===== src/hw/gfx_fixed_pkg.sv =====
// fixed-point formats and arithmetic constants, imported by every RTL file of the vertex stage
package gfx_fixed_pkg;

	////////////////////////////////////////
	// number formats
	////////////////////////////////////////

	typedef logic signed [15:0] fix16_t;	// Q8.8 world, matrix, normal, light, clip
	typedef logic signed [15:0] ndc_t;		// Q2.14 normalized coordinate
	typedef logic signed [19:0] scr_t;		// integer pixel and edge value
	typedef logic signed [39:0] prod_t;		// full multiplier product
	typedef logic signed [31:0] quot_t;		// divider operands and quotient

	////////////////////////////////////////
	// arithmetic constants
	////////////////////////////////////////

	localparam int MUL_W = 20;				// multiplier operand width
	localparam int FRAC_BITS = 8;
	localparam int NDC_FRAC_BITS = 14;
	localparam fix16_t FIX_ONE = 16'sd256;	// homogeneous w of every vertex
	localparam int SHADE_W = 3;				// flat shading intensity

endpackage


===== src/hw/gfx_screen_pkg.sv =====
// screen geometry and FSM state encodings, imported by the transform and setup engines
package gfx_screen_pkg;

	// 640x480 viewport, centre doubles as scale
	localparam int SCREEN_HALF_W = 320;
	localparam int SCREEN_HALF_H = 240;

	// vertex_transform phases
	typedef enum logic [2:0] {
		XF_IDLE,
		XF_CLIP,
		XF_DIVIDE,
		XF_VIEWPORT,
		XF_SHADE,
		XF_PUBLISH
	} xform_state_t;

	// triangle_setup phases, one pass of mul_x/mul_y/sum per edge
	typedef enum logic [1:0] {
		ST_IDLE,
		ST_MUL_X,
		ST_MUL_Y,
		ST_SUM
	} setup_state_t;

endpackage


===== src/hw/seq_multiplier.sv =====
// iterative signed shift-add multiplier, one operand bit per cycle, shared through mult_arbiter
`timescale 1ns/100ps

module seq_multiplier (
	input  logic                 clk,
	input  logic                 reset,
	input  logic                 i_valid,
	output logic                 o_ready,
	input  gfx_fixed_pkg::scr_t  i_a,
	input  gfx_fixed_pkg::scr_t  i_b,
	output logic                 o_done,
	output gfx_fixed_pkg::prod_t o_product
);
	import gfx_fixed_pkg::*;

	logic               busy;
	logic [4:0]         count;
	logic               neg;
	logic [MUL_W-1:0]   mag_a;
	logic [MUL_W-1:0]   mag_b;
	logic [2*MUL_W-1:0] mcand;		// shifts left each step
	logic [MUL_W-1:0]   mplier;		// shifts right each step
	logic [2*MUL_W-1:0] acc;
	logic [2*MUL_W-1:0] acc_next;

	assign o_ready = !busy;
	assign mag_a = i_a[MUL_W-1] ? -i_a : i_a;
	assign mag_b = i_b[MUL_W-1] ? -i_b : i_b;
	assign acc_next = mplier[0] ? acc + mcand : acc;

	// done lands MUL_W+1 cycles after acceptance
	always_ff @(posedge clk) begin
		if (reset) begin
			busy <= 1'b0;
			count <= '0;
			o_done <= 1'b0;
			o_product <= '0;
		end else begin
			o_done <= 1'b0;
			if (i_valid && !busy) begin
				busy <= 1'b1;
				count <= '0;
			end else if (busy) begin
				count <= count + 1'b1;
				if (count == 5'(MUL_W - 1)) begin
					busy <= 1'b0;
					o_done <= 1'b1;
					o_product <= neg ? -acc_next : acc_next;	// restore sign
				end
			end
		end
	end

	always_ff @(posedge clk) begin
		if (i_valid && !busy) begin
			neg <= i_a[MUL_W-1] ^ i_b[MUL_W-1];
			mcand <= {{MUL_W{1'b0}}, mag_a};
			mplier <= mag_b;
			acc <= '0;
		end else if (busy) begin
			acc <= acc_next;
			mcand <= mcand << 1;
			mplier <= mplier >> 1;
		end
	end

endmodule


===== src/hw/seq_divider.sv =====
// iterative signed restoring divider for the perspective divide, truncating toward zero
`timescale 1ns/100ps

module seq_divider (
	input  logic                 clk,
	input  logic                 reset,
	input  logic                 i_valid,
	output logic                 o_ready,
	input  gfx_fixed_pkg::quot_t i_dividend,
	input  gfx_fixed_pkg::quot_t i_divisor,
	output logic                 o_done,
	output gfx_fixed_pkg::quot_t o_quotient
);
	import gfx_fixed_pkg::*;

	logic        busy;
	logic [4:0]  count;
	logic        neg;
	logic [31:0] mag_n;
	logic [31:0] mag_d;
	logic [31:0] dvs;
	logic [31:0] rem;
	logic [31:0] quo;		// dividend bits shift out, quotient bits shift in
	logic [32:0] rem_shift;
	logic [32:0] diff;
	logic [31:0] quo_next;

	assign o_ready = !busy;
	assign mag_n = i_dividend[31] ? -i_dividend : i_dividend;
	assign mag_d = i_divisor[31] ? -i_divisor : i_divisor;

	// one restoring step
	assign rem_shift = {rem, quo[31]};
	assign diff = rem_shift - {1'b0, dvs};
	assign quo_next = {quo[30:0], !diff[32]};

	// 32 steps, done 33 cycles after acceptance
	always_ff @(posedge clk) begin
		if (reset) begin
			busy <= 1'b0;
			count <= '0;
			o_done <= 1'b0;
			o_quotient <= '0;
		end else begin
			o_done <= 1'b0;
			if (i_valid && !busy) begin
				busy <= 1'b1;
				count <= '0;
			end else if (busy) begin
				count <= count + 1'b1;
				if (count == 5'd31) begin
					busy <= 1'b0;
					o_done <= 1'b1;
					if (dvs == '0)
						o_quotient <= '0;		// divide by zero gives zero
					else
						o_quotient <= neg ? -quo_next : quo_next;
				end
			end
		end
	end

	always_ff @(posedge clk) begin
		if (i_valid && !busy) begin
			neg <= i_dividend[31] ^ i_divisor[31];
			dvs <= mag_d;
			rem <= '0;
			quo <= mag_n;
		end else if (busy) begin
			rem <= diff[32] ? rem_shift[31:0] : diff[31:0];
			quo <= quo_next;
		end
	end

endmodule


===== src/hw/mult_arbiter.sv =====
// fixed-priority arbiter sharing one multiplier between triangle setup and vertex transform
`timescale 1ns/100ps

module mult_arbiter (
	input  logic                 clk,
	input  logic                 reset,
	// transform client
	input  logic                 i_xf_valid,
	output logic                 o_xf_ready,
	input  gfx_fixed_pkg::scr_t  i_xf_a,
	input  gfx_fixed_pkg::scr_t  i_xf_b,
	output logic                 o_xf_done,
	// setup client, higher priority
	input  logic                 i_st_valid,
	output logic                 o_st_ready,
	input  gfx_fixed_pkg::scr_t  i_st_a,
	input  gfx_fixed_pkg::scr_t  i_st_b,
	output logic                 o_st_done,
	// multiplier side
	output logic                 o_mul_valid,
	input  logic                 i_mul_ready,
	output gfx_fixed_pkg::scr_t  o_mul_a,
	output gfx_fixed_pkg::scr_t  o_mul_b,
	input  logic                 i_mul_done,
	input  gfx_fixed_pkg::prod_t i_mul_product,
	output gfx_fixed_pkg::prod_t o_product
);
	import gfx_fixed_pkg::*;

	logic busy;			// one multiply in flight
	logic owner_st;

	// setup wins whenever it asks
	assign o_mul_valid = !busy && (i_st_valid || i_xf_valid);
	assign o_mul_a = i_st_valid ? i_st_a : i_xf_a;
	assign o_mul_b = i_st_valid ? i_st_b : i_xf_b;
	assign o_st_ready = !busy && i_mul_ready;
	assign o_xf_ready = !busy && i_mul_ready && !i_st_valid;

	// done goes back to the recorded owner only
	assign o_st_done = busy && owner_st && i_mul_done;
	assign o_xf_done = busy && !owner_st && i_mul_done;
	assign o_product = i_mul_product;

	always_ff @(posedge clk) begin
		if (reset) begin
			busy <= 1'b0;
			owner_st <= 1'b0;
		end else if (o_mul_valid && i_mul_ready) begin
			busy <= 1'b1;
			owner_st <= i_st_valid;
		end else if (i_mul_done) begin
			busy <= 1'b0;
		end
	end

endmodule


===== src/hw/vertex_transform.sv =====
// transforms one triangle to screen space and flat shade, publishing it with a one-cycle strobe
`timescale 1ns/100ps

module vertex_transform (
	input  logic                              clk,
	input  logic                              reset,
	input  logic                              i_tri_valid,
	output logic                              o_tri_ready,
	input  gfx_fixed_pkg::fix16_t             i_world [0:8],
	input  gfx_fixed_pkg::fix16_t             i_normal [0:2],
	input  gfx_fixed_pkg::fix16_t             i_light [0:2],
	input  gfx_fixed_pkg::fix16_t             i_vp_row0 [0:3],
	input  gfx_fixed_pkg::fix16_t             i_vp_row1 [0:3],
	input  gfx_fixed_pkg::fix16_t             i_vp_row3 [0:3],
	// multiplier client
	output logic                              o_mul_valid,
	input  logic                              i_mul_ready,
	output gfx_fixed_pkg::scr_t               o_mul_a,
	output gfx_fixed_pkg::scr_t               o_mul_b,
	input  logic                              i_mul_done,
	input  gfx_fixed_pkg::prod_t              i_mul_product,
	// divider client
	output logic                              o_div_valid,
	input  logic                              i_div_ready,
	output gfx_fixed_pkg::quot_t              o_dividend,
	output gfx_fixed_pkg::quot_t              o_divisor,
	input  logic                              i_div_done,
	input  gfx_fixed_pkg::quot_t              i_quotient,
	// finished triangle
	output logic                              o_tri_done,
	output gfx_fixed_pkg::scr_t               o_x_scr [0:2],
	output gfx_fixed_pkg::scr_t               o_y_scr [0:2],
	output logic [gfx_fixed_pkg::SHADE_W-1:0] o_shade
);
	import gfx_fixed_pkg::*;
	import gfx_screen_pkg::*;

	xform_state_t state;

	// triangle captured at acceptance
	fix16_t world [0:8];
	fix16_t normal [0:2];
	fix16_t light [0:2];
	fix16_t vp [0:2][0:3];		// matrix rows 0, 1 and 3

	fix16_t clip [0:2][0:2];	// [vertex][x, y, w]
	ndc_t   ndc [0:2][0:1];

	logic [1:0]  vtx;
	logic [1:0]  comp;
	logic [1:0]  term;
	logic [2:0]  div_idx;		// vertex in [2:1], x/y in [0]
	logic        mul_req;
	logic        div_req;
	fix16_t      acc;
	fix16_t      acc_next;
	prod_t       prod_scaled;
	fix16_t      op_a;
	fix16_t      op_b;
	fix16_t      div_num;
	logic [16:0] acc_wide;
	logic [16:0] shade_mag;

	// shift-and-add viewport, ndc * 320 or ndc * 240 plus centre
	function automatic scr_t view_map(ndc_t n, logic is_y);
		logic signed [25:0] ext;
		logic signed [25:0] scaled;
		scr_t offset;
		ext = 26'(n);
		scaled = is_y ? (ext <<< 8) - (ext <<< 4) : (ext <<< 8) + (ext <<< 6);
		offset = is_y ? scr_t'(SCREEN_HALF_H) : scr_t'(SCREEN_HALF_W);
		return offset + scr_t'(scaled >>> NDC_FRAC_BITS);
	endfunction

	assign o_tri_ready = (state == XF_IDLE);
	assign o_tri_done = (state == XF_PUBLISH);
	assign o_mul_valid = mul_req;
	assign o_div_valid = div_req;

	// dot product terms, w always multiplies FIX_ONE
	always_comb begin
		if (state == XF_SHADE) begin
			op_a = normal[term];
			op_b = light[term];
		end else begin
			op_a = (term == 2'd3) ? FIX_ONE : world[vtx * 3 + term];
			op_b = vp[comp][term];
		end
	end

	assign o_mul_a = scr_t'(op_a);
	assign o_mul_b = scr_t'(op_b);
	assign prod_scaled = i_mul_product >>> FRAC_BITS;
	assign acc_next = acc + prod_scaled[15:0];	// wraps to 16 bits

	// clip << 14 over w gives Q2.14
	assign div_num = clip[div_idx[2:1]][div_idx[0]];
	assign o_dividend = {{2{div_num[15]}}, div_num, {NDC_FRAC_BITS{1'b0}}};
	assign o_divisor = quot_t'(clip[div_idx[2:1]][2]);

	assign acc_wide = {acc_next[15], acc_next};
	assign shade_mag = acc_next[15] ? -acc_wide : acc_wide;

	////////////////////////////////////////
	// phase sequencing
	////////////////////////////////////////

	always_ff @(posedge clk) begin
		if (reset) begin
			state <= XF_IDLE;
			mul_req <= 1'b0;
			div_req <= 1'b0;
			vtx <= '0;
			comp <= '0;
			term <= '0;
			div_idx <= '0;
			acc <= '0;
		end else begin
			if (o_mul_valid && i_mul_ready)
				mul_req <= 1'b0;
			if (o_div_valid && i_div_ready)
				div_req <= 1'b0;
			case (state)
				XF_IDLE: begin
					if (i_tri_valid) begin
						vtx <= '0;
						comp <= '0;
						term <= '0;
						acc <= '0;
						mul_req <= 1'b1;
						state <= XF_CLIP;
					end
				end
				XF_CLIP: begin
					if (i_mul_done) begin
						term <= term + 1'b1;		// wraps after the w term
						acc <= acc_next;
						mul_req <= 1'b1;
						if (term == 2'd3) begin
							acc <= '0;
							if (comp == 2'd2) begin
								comp <= '0;
								vtx <= vtx + 1'b1;
								if (vtx == 2'd2) begin
									mul_req <= 1'b0;
									div_req <= 1'b1;
									div_idx <= '0;
									state <= XF_DIVIDE;
								end
							end else begin
								comp <= comp + 1'b1;
							end
						end
					end
				end
				XF_DIVIDE: begin
					if (i_div_done) begin
						div_idx <= div_idx + 1'b1;
						if (div_idx == 3'd5)
							state <= XF_VIEWPORT;
						else
							div_req <= 1'b1;
					end
				end
				XF_VIEWPORT: begin
					term <= '0;
					acc <= '0;
					mul_req <= 1'b1;
					state <= XF_SHADE;
				end
				XF_SHADE: begin
					// normal . light over three terms
					if (i_mul_done) begin
						term <= term + 1'b1;
						acc <= acc_next;
						if (term == 2'd2)
							state <= XF_PUBLISH;
						else
							mul_req <= 1'b1;
					end
				end
				XF_PUBLISH: state <= XF_IDLE;
				default: state <= XF_IDLE;
			endcase
		end
	end

	////////////////////////////////////////
	// captured operands and results
	////////////////////////////////////////

	always_ff @(posedge clk) begin
		if (state == XF_IDLE && i_tri_valid) begin
			world <= i_world;
			normal <= i_normal;
			light <= i_light;
			vp[0] <= i_vp_row0;
			vp[1] <= i_vp_row1;
			vp[2] <= i_vp_row3;
		end
		if (state == XF_CLIP && i_mul_done && term == 2'd3)
			clip[vtx][comp] <= acc_next;
		if (state == XF_DIVIDE && i_div_done)
			ndc[div_idx[2:1]][div_idx[0]] <= i_quotient[15:0];
		if (state == XF_VIEWPORT) begin
			for (int k = 0; k < 3; k++) begin
				o_x_scr[k] <= view_map(ndc[k][0], 1'b0);
				o_y_scr[k] <= view_map(ndc[k][1], 1'b1);
			end
		end
		// |n.l| saturates at 255, top three bits
		if (state == XF_SHADE && i_mul_done && term == 2'd2)
			o_shade <= (shade_mag > 17'd255) ? {SHADE_W{1'b1}} : shade_mag[7:5];
	end

endmodule


===== src/hw/triangle_setup.sv =====
// pending and front triangle store with per-frame edge setup and per-line edge stepping
`timescale 1ns/100ps

module triangle_setup (
	input  logic                              clk,
	input  logic                              reset,
	input  logic                              i_tri_done,
	input  gfx_fixed_pkg::scr_t               i_x_scr [0:2],
	input  gfx_fixed_pkg::scr_t               i_y_scr [0:2],
	input  logic [gfx_fixed_pkg::SHADE_W-1:0] i_shade,
	input  logic                              i_frame_start,
	input  logic                              i_line_end,
	// multiplier client
	output logic                              o_mul_valid,
	input  logic                              i_mul_ready,
	output gfx_fixed_pkg::scr_t               o_mul_a,
	output gfx_fixed_pkg::scr_t               o_mul_b,
	input  logic                              i_mul_done,
	input  gfx_fixed_pkg::prod_t              i_mul_product,
	// raster side
	output gfx_fixed_pkg::scr_t               o_y_screen [0:2],
	output gfx_fixed_pkg::scr_t               o_e_init [0:2],
	output logic [gfx_fixed_pkg::SHADE_W-1:0] o_tri_color,
	output logic                              o_setup_done
);
	import gfx_fixed_pkg::*;
	import gfx_screen_pkg::*;

	setup_state_t state;

	// newest finished triangle, waits for frame start
	scr_t               pend_x [0:2];
	scr_t               pend_y [0:2];
	logic [SHADE_W-1:0] pend_shade;
	logic               pend_valid;

	scr_t       front_x [0:2];
	scr_t       step [0:2];		// b-term of each edge
	scr_t       prod_x;
	scr_t       prod_y;
	logic [1:0] edge_idx;
	logic [1:0] edge_nxt;
	logic       mul_req;
	logic       lines_ok;		// edges final for this frame

	assign edge_nxt = (edge_idx == 2'd2) ? 2'd0 : edge_idx + 1'b1;

	always_comb begin
		for (int i = 0; i < 3; i++)
			step[i] = front_x[(i + 1) % 3] - front_x[i];
	end

	// e_k = x_k * (y_k - y_k+1) + y_k * (x_k+1 - x_k)
	assign o_mul_valid = mul_req;
	assign o_mul_a = (state == ST_MUL_Y) ? o_y_screen[edge_idx] : front_x[edge_idx];
	assign o_mul_b = (state == ST_MUL_Y) ? step[edge_idx]
		: o_y_screen[edge_idx] - o_y_screen[edge_nxt];

	always_ff @(posedge clk) begin
		if (reset) begin
			state <= ST_IDLE;
			mul_req <= 1'b0;
			lines_ok <= 1'b0;
			pend_valid <= 1'b0;
			edge_idx <= '0;
			o_setup_done <= 1'b0;
			o_tri_color <= '0;
			for (int i = 0; i < 3; i++) begin
				front_x[i] <= '0;
				o_y_screen[i] <= '0;
				o_e_init[i] <= '0;
			end
		end else begin
			o_setup_done <= 1'b0;
			if (o_mul_valid && i_mul_ready)
				mul_req <= 1'b0;
			if (i_frame_start) begin
				if (pend_valid) begin
					front_x <= pend_x;
					o_y_screen <= pend_y;
					o_tri_color <= pend_shade;
					pend_valid <= 1'b0;
				end
				edge_idx <= '0;
				lines_ok <= 1'b0;
				mul_req <= 1'b1;
				state <= ST_MUL_X;
			end else begin
				case (state)
					ST_IDLE: begin
						if (i_line_end && lines_ok) begin
							for (int i = 0; i < 3; i++)
								o_e_init[i] <= o_e_init[i] - step[i];
						end
					end
					ST_MUL_X: begin
						if (i_mul_done) begin
							mul_req <= 1'b1;
							state <= ST_MUL_Y;
						end
					end
					ST_MUL_Y: begin
						if (i_mul_done)
							state <= ST_SUM;
					end
					ST_SUM: begin
						o_e_init[edge_idx] <= prod_x + prod_y;	// wraps to 20 bits
						if (edge_idx == 2'd2) begin
							o_setup_done <= 1'b1;
							lines_ok <= 1'b1;
							state <= ST_IDLE;
						end else begin
							edge_idx <= edge_idx + 1'b1;
							mul_req <= 1'b1;
							state <= ST_MUL_X;
						end
					end
					default: state <= ST_IDLE;
				endcase
			end
			if (i_tri_done)
				pend_valid <= 1'b1;		// newest triangle wins
		end
	end

	always_ff @(posedge clk) begin
		if (i_tri_done) begin
			pend_x <= i_x_scr;
			pend_y <= i_y_scr;
			pend_shade <= i_shade;
		end
		if (i_mul_done && state == ST_MUL_X)
			prod_x <= i_mul_product[MUL_W-1:0];
		if (i_mul_done && state == ST_MUL_Y)
			prod_y <= i_mul_product[MUL_W-1:0];
	end

endmodule


===== src/hw/vertex_shader.sv =====
// vertex stage top level, joins both engines, the multiplier arbiter, multiplier and divider
`timescale 1ns/100ps

module vertex_shader (
	input  logic                              clk,
	input  logic                              reset,
	input  logic                              i_tri_valid,
	output logic                              o_tri_ready,
	input  gfx_fixed_pkg::fix16_t             i_world [0:8],
	input  gfx_fixed_pkg::fix16_t             i_normal [0:2],
	input  gfx_fixed_pkg::fix16_t             i_light [0:2],
	input  gfx_fixed_pkg::fix16_t             i_vp_row0 [0:3],
	input  gfx_fixed_pkg::fix16_t             i_vp_row1 [0:3],
	input  gfx_fixed_pkg::fix16_t             i_vp_row3 [0:3],
	input  logic                              i_frame_start,
	input  logic                              i_line_end,
	output gfx_fixed_pkg::scr_t               o_y_screen [0:2],
	output gfx_fixed_pkg::scr_t               o_e_init [0:2],
	output logic [gfx_fixed_pkg::SHADE_W-1:0] o_tri_color,
	output logic                              o_setup_done
);
	import gfx_fixed_pkg::*;

	// transform client of the arbiter
	logic xf_mul_valid;
	logic xf_mul_ready;
	scr_t xf_mul_a;
	scr_t xf_mul_b;
	logic xf_mul_done;

	// setup client of the arbiter
	logic st_mul_valid;
	logic st_mul_ready;
	scr_t st_mul_a;
	scr_t st_mul_b;
	logic st_mul_done;

	// arbiter to multiplier
	logic  mul_valid;
	logic  mul_ready;
	scr_t  mul_a;
	scr_t  mul_b;
	logic  mul_done;
	prod_t mul_product;
	prod_t arb_product;		// shared, qualified by each done

	logic  div_valid;
	logic  div_ready;
	quot_t dividend;
	quot_t divisor;
	logic  div_done;
	quot_t quotient;

	// finished triangle toward setup
	logic               tri_done;
	scr_t               x_scr [0:2];
	scr_t               y_scr [0:2];
	logic [SHADE_W-1:0] shade;

	vertex_transform u_transform (
		.clk(clk), .reset(reset),
		.i_tri_valid(i_tri_valid), .o_tri_ready(o_tri_ready),
		.i_world(i_world), .i_normal(i_normal), .i_light(i_light),
		.i_vp_row0(i_vp_row0), .i_vp_row1(i_vp_row1), .i_vp_row3(i_vp_row3),
		.o_mul_valid(xf_mul_valid), .i_mul_ready(xf_mul_ready),
		.o_mul_a(xf_mul_a), .o_mul_b(xf_mul_b),
		.i_mul_done(xf_mul_done), .i_mul_product(arb_product),
		.o_div_valid(div_valid), .i_div_ready(div_ready),
		.o_dividend(dividend), .o_divisor(divisor),
		.i_div_done(div_done), .i_quotient(quotient),
		.o_tri_done(tri_done), .o_x_scr(x_scr), .o_y_scr(y_scr), .o_shade(shade)
	);

	triangle_setup u_setup (
		.clk(clk), .reset(reset),
		.i_tri_done(tri_done), .i_x_scr(x_scr), .i_y_scr(y_scr), .i_shade(shade),
		.i_frame_start(i_frame_start), .i_line_end(i_line_end),
		.o_mul_valid(st_mul_valid), .i_mul_ready(st_mul_ready),
		.o_mul_a(st_mul_a), .o_mul_b(st_mul_b),
		.i_mul_done(st_mul_done), .i_mul_product(arb_product),
		.o_y_screen(o_y_screen), .o_e_init(o_e_init),
		.o_tri_color(o_tri_color), .o_setup_done(o_setup_done)
	);

	mult_arbiter u_arbiter (
		.clk(clk), .reset(reset),
		.i_xf_valid(xf_mul_valid), .o_xf_ready(xf_mul_ready),
		.i_xf_a(xf_mul_a), .i_xf_b(xf_mul_b), .o_xf_done(xf_mul_done),
		.i_st_valid(st_mul_valid), .o_st_ready(st_mul_ready),
		.i_st_a(st_mul_a), .i_st_b(st_mul_b), .o_st_done(st_mul_done),
		.o_mul_valid(mul_valid), .i_mul_ready(mul_ready),
		.o_mul_a(mul_a), .o_mul_b(mul_b),
		.i_mul_done(mul_done), .i_mul_product(mul_product),
		.o_product(arb_product)
	);

	seq_multiplier u_multiplier (
		.clk(clk), .reset(reset),
		.i_valid(mul_valid), .o_ready(mul_ready),
		.i_a(mul_a), .i_b(mul_b),
		.o_done(mul_done), .o_product(mul_product)
	);

	seq_divider u_divider (
		.clk(clk), .reset(reset),
		.i_valid(div_valid), .o_ready(div_ready),
		.i_dividend(dividend), .i_divisor(divisor),
		.o_done(div_done), .o_quotient(quotient)
	);

endmodule


===== config.mk =====
export PLATFORM = sky130hd
export DESIGN_NAME = vertex_shader
export DESIGN_NICKNAME = d
export VERILOG_FILES = /design/src/hw/gfx_fixed_pkg.sv /design/src/hw/gfx_screen_pkg.sv /design/src/hw/seq_multiplier.sv /design/src/hw/seq_divider.sv /design/src/hw/mult_arbiter.sv /design/src/hw/vertex_transform.sv /design/src/hw/triangle_setup.sv /design/src/hw/vertex_shader.sv
export SDC_FILE = /design/constraint.sdc
export NUM_CORES = 2
export LEC_CHECK = 0
export BUFFER_PORTS_ARGS = -buffer_cell sky130_fd_sc_hd__buf_2
export CORE_MARGIN = 2
export CORE_UTILIZATION = 55
export CTS_CLUSTER_SIZE = 12
export DETAILED_ROUTE_END_ITERATION = 6
export PLACE_DENSITY = 0.72
export SETUP_SLACK_MARGIN = 0.1
export SLEW_MARGIN = 10
export SYNTH_ARGS = -nofsm -noshare
export SYNTH_HDL_FRONTEND = slang
export SYNTH_SLANG_ARGS = --single-unit

===== constraint.sdc =====
create_clock -name clk -period 19.22 [get_ports clk]
set_input_delay 3.844 -clock clk [delete_from_list [all_inputs] [get_ports clk]]
set_output_delay 3.844 -clock clk [all_outputs]
set_load 0.01 [all_outputs]

* Word-level counts from Yosys, hierarchy flattened *
Memories as Yosys holds them, arrays and structs flattened. A register that Yosys moved wholly into a read port is not among the register bits.
Cells that the tools add are included.

word-level totals
  output and inout port bits = 125
  input bits = 437
  memories kept = 3
  register bits = 1001
  word-level logic and storage cells = 382
  memory bits (writable) = 432

operators by class
  multiply operators = 1
  $lt $le $gt $ge = 11
  multiplexer cells = 142
  $add $sub $neg = 38
  bitwise logic cells = 15
  eq/ne operators = 31
  reduce and logical (&&, ||, !) cells = 65

memories
  memory            words  width  read ports  clocked after memory_dff  wr ports  RTL line                source
  u_transform.vp    3      64     1           1                         3         vertex_transform.sv:44  fix16_t vp [0:2][0:3];
  u_transform.clip  3      48     1           1                         1         vertex_transform.sv:46  fix16_t clip [0:2][0:2];
  u_transform.ndc   3      32     3           0                         1         vertex_transform.sv:47  ndc_t ndc [0:2][0:1];

operator list
  operator                                               number
  2-to-1 mux 20 bit                                      19
  2-to-1 mux 16 bit                                      21
  binary-select mux 20 bit (select 2 bit)                4
  2-to-1 mux 32 bit                                      5
  subtractor 20 bit                                      7
  binary-select mux 16 bit (select 2 bit)                4
  case mux 60 bit (2 select lines)                       1
  adder 24 x 22 -> 25 bit                                3
  subtractor 24 x 20 -> 25 bit                           3
  binary-select mux 16 bit (select 4 bit)                1
  case mux 16 bit (4 select lines)                       1
  bitwise mux 60 bit                                     1
  2-to-1 mux 60 bit                                      1
  2-to-1 mux 48 bit                                      1
  2-to-1 mux 3 bit                                       14
  adder 40 bit                                           1
  demux 20 bit (select 2 bit)                            1
  2-to-1 mux 40 bit                                      1
  negation 20 bit                                        2
  2-to-1 mux 1 bit                                       38
  adder 10 x 11 -> 12 bit (first input constant)         3
  adder 9 x 11 -> 12 bit (first input constant)          3
  >= comparator 33 x 5 -> 1 bit (second input constant)  1
  inverter 32 -> 33 bit                                  1
  other kinds (61)                                       166

* Logic depth before layout (Yosys ltp) *
  word-level depth = 12
  depth in mapped cells = 21
  depth with buffers taken out = 21

* Cells and area by module *
From an unflattened synthesis, not the netlist that was laid out.

unflattened totals
  cell total of the unflattened synthesis = 6962
  area, all modules = 75466.1 µm²

modules (own cells, without submodules)
  module            cells each  sequential area each (µm²)  area an instance (µm²)  times used
  vertex_transform  2252        23112.2                     34419.3                 1
  triangle_setup    2377        8718.4                      21130.3                 1
  seq_multiplier    1254        3373.2                      10217.3                 1
  seq_divider       979         3373.2                      8612.0                  1
  mult_arbiter      100         40.0                        1087.3                  1

* Worst setup path before layout *
No wires, ideal clock.

  path kind = input-to-reg
  start point = input port i_tri_valid
  end point = register (tool-made name)
  stages on the path = 5
  arrival time = 14.781 ns
  path buffers = 0
  data required time = 19.148 ns
  slack = 4.367 ns
  setup time = 0.072 ns
  cells stage by stage = and2_1 nor2_1 nor3_1 a21oi_1 nor2_1

RTL lines
  what             RTL line            source
  start, declared  vertex_shader.sv:7  input logic i_tri_valid,

==> metrics <==
outcome=finished, violations left; failing checks=DRC; Slew HR=0.233; Slew Viols, Final=0; min-delay src=u_transform.o_y_scr[7]; Die Area=0.119 mm²; Seq/Total Area, Yosys=0.545; fin crit period=between 6 and 7 ns; number of synthesis warnings=0; Clk Latency, worst-skew pair=approximately 0.80 ns; critical-path maximum fanout=approximately 90; crit share post-route=0.360; CTS Buf Count=between 100 and 150; global-route layer with the greatest usage=met2; DP Area=around 0.068 mm²; R2R Path Start=u_setup.edge_idx[1]; Internal Power=0.00553 W; Sw Share=0.311; chip width=between 300 and 400 µm; FF-to-FF End=u_multiplier.mplier[14]; worst setup margin=~12 ns; worst vdd ir=130 µV; Row Count=between 100 and 150; Hold Crit Endpoint=u_setup.pend_y[7]; P_leak=27.4 nW; CP arrival=7.30 ns; GPL Wtd Cong=0.960; Worst setup SP type=input pin; R2R Setup Slk=13.26 ns; die height=345 µm; sequential share of power=0.441; GRT met3 Usage=0.0508; Clock Sinks=around 1,300; endpoint class of the critical path=register; Avg WL per Cell=between 20 and 25 µm; post-CTS setup buffers=0; met1 Use GR=0.417; residual DRC count=5; Sw Pwr=around 0.0025 W; Max clock buf depth=3; Fin Setup TNS=0 ns; Post-synth EDFFs=968; global route overflow=0; pre-CTS setup slack=11.56 ns; syn_area_per_cell=11.5 µm²; unrepaired setup endpoints after global routing=false; Ports=approximately 560; max-cap violations=0; P per Cell Area=approximately 110 mW/mm²; first-pass GRT wire length=273,000 µm; Cells after Synth=around 5,600; type of the worst setup path=in -> reg; IO buf count=561; Multi-input gate area=roughly 0.027 mm²; Initial Utilization=0.553; Mapped Area=0.0641 mm²; Clock Skew=between 0.03 and 0.04 ns; met2 global-route usage=0.475; Fin. Hold Viols=0; DR vias=about 47,000; core outline area=~0.12 mm²; layout cells sized above 1=0.173; Total Routed Length=between 150,000 and 200,000 µm; Worst-path clk slew=~0.06 ns; H-Tree Level Count=4; CTS tree=built; most frequent cells in the layout=968 x edfxtp_1, 560 x buf_2, 492 x nand2_1; Worst Hold Class=reg -> reg; largest net degree at the start of global routing=roughly 160; vias per cell=about 6.1; initial antenna violation count=34; Worst EP required=about 20 ns; Clock Power Share=0.319; most common cell after layout, fill and taps aside=edfxtp_1; FILL cells=between 9,000 and 10,000; Logic pwr share=0.239; Worst Max-Slew Pin Slew=between 1 and 1.5 ns; Reg area=approximately 0.035 mm²; vias in the first global route=44,800; Fmax=between 0.1 and 0.15 GHz; fin nets=approximately 7,000; first-pass iteration count of the detailed router=7; top_reg_cell synth=edfxtp_1; total track usage=0.300; Detailed Place HPWL=133,000 µm; post-synthesis async set-or-reset flop share=0; antenna-violating nets left=0; Hold Path Depth=0; Layout area overhead=13.5%; cts repair resizes=0; post-route cell area=around 0.073 mm²; Initial DRC Count=4,543; Post-CTS Hold Buffers=0; flops & latches, synth=between 1,000 and 1,500; # setup viols final=0; Cell variety after synth=102; Reg2Reg Depth=18; clock root buffer=clkbuf_16
[cell families after synthesis]
logic type / after synthesis / synth area share
compound gates: 1392 / 0.143
xor+xnor: 283 / 0.0388
fa+ha+maj: 336 / 0.0668
buf+inv: 485 / 0.0317
flops: 1261 / 0.545
mux: 328 / 0.0665
other cells: 1 / 0.0000585
simple gates: 1468 / 0.109
[routing by layer]
metal,wire length (µm),vias to the layer above,part of all wire
li1,-,21900,-
met1,77500,23100,0.42
met2,85100,1932,0.46
met3,14500,336,0.079
met4,6180,2,0.034
met5,9,-,0.000049
[worst max-delay path, stage by stage]
cell	delay, ns
buf_2	0.10
and2_4	0.73
buf_4	0.71
buf_4	0.72
buf_4	0.95
[state kept, by name, indices dropped and copies added, names as in the netlist, 48 cells and up, named ones only]
signal	flops
u_setup.o_e_init	60
u_transform.clip	144
u_transform.light	48
u_transform.ndc	96
u_transform.normal	48
u_transform.vp	192
u_transform.world	144
[worst max-delay path by stage]
stage / depth (start not counted) / start / slack, ns / to
finish: 5 / i_tri_valid / 12.31 / u_transform.vp[1][48]
global route: 5 / i_tri_valid / 12.07 / u_transform.vp[0][32]
CTS: 5 / i_tri_valid / 12.37 / u_transform.vp[1][48]
detailed placement: 5 / i_tri_valid / 11.56 / u_transform.vp[1][35]
global placement: 5 / i_tri_valid / 11.63 / u_transform.vp[0][35]
floorplan: 5 / i_tri_valid / 4.37 / register
[final cells by class]
cell class | count | share of cell area
Timing Repair Buffer | 625 | 0.0454
Clock inverter | 56 | 0.0101
Tap cell | 1524 | 0.0262
Sequential cell | 1261 | 0.480
Antenna cell | 33 | 0.00113
Clock buffer | 186 | 0.0501
Inverter | 230 | 0.0119
Multi-Input combinational cell | 3823 | 0.375
[metrics by stage]
step | hold slack [ns] | power (W) | util | std cells
2_1_floorplan | 0.400 | 0.00503 | - | 5569
3_3_place_gp | 0.401 | 0.00543 | 0.590 | 7463
3_5_place_dp | 0.405 | 0.00547 | 0.590 | 7463
6_report | 0.411 | 0.00803 | 0.628 | 7738
4_1_cts | 0.412 | 0.00802 | 0.628 | 7705
5_1_grt | 0.418 | 0.00837 | 0.628 | 7735
[power groups by stage]
stage	registers, W	logic [W]	clock network [W]
6_report	0.00354	0.00192	0.00256
5_1_grt	0.00357	0.00210	0.00270
4_1_cts	0.00354	0.00189	0.00260
3_5_place_dp	0.00359	0.00188	0
3_3_place_gp	0.00357	0.00185	0
2_1_floorplan	0.00364	0.00139	0
[synthesized netlist by cell type, types with 35 or more instances]
master	number	share of area
nor3_1	100	0.0078
mux2i_1	166	0.026
a21o_1	84	0.0098
mux2_2	93	0.016
o21a_1	49	0.0057
and3_1	46	0.0045
o21ai_0	296	0.023
or3_1	35	0.0034
inv_1	224	0.013
nand2_1	493	0.029
nand3_1	77	0.0060
ha_1	317	0.062
nand2b_1	54	0.0053
a31oi_1	57	0.0056
mux4_2	69	0.024
nor2_1	378	0.022
o211ai_1	35	0.0041
and2_1	59	0.0058
a22oi_1	39	0.0046
edfxtp_1	968	0.45
nor2b_1	54	0.0053
a21oi_1	395	0.031
xor2_1	107	0.015
xnor2_1	175	0.024
dfxtp_1	293	0.091
a22o_1	39	0.0053
clkbuf_1	166	0.0097
Power figures use the tool's default switching activity.
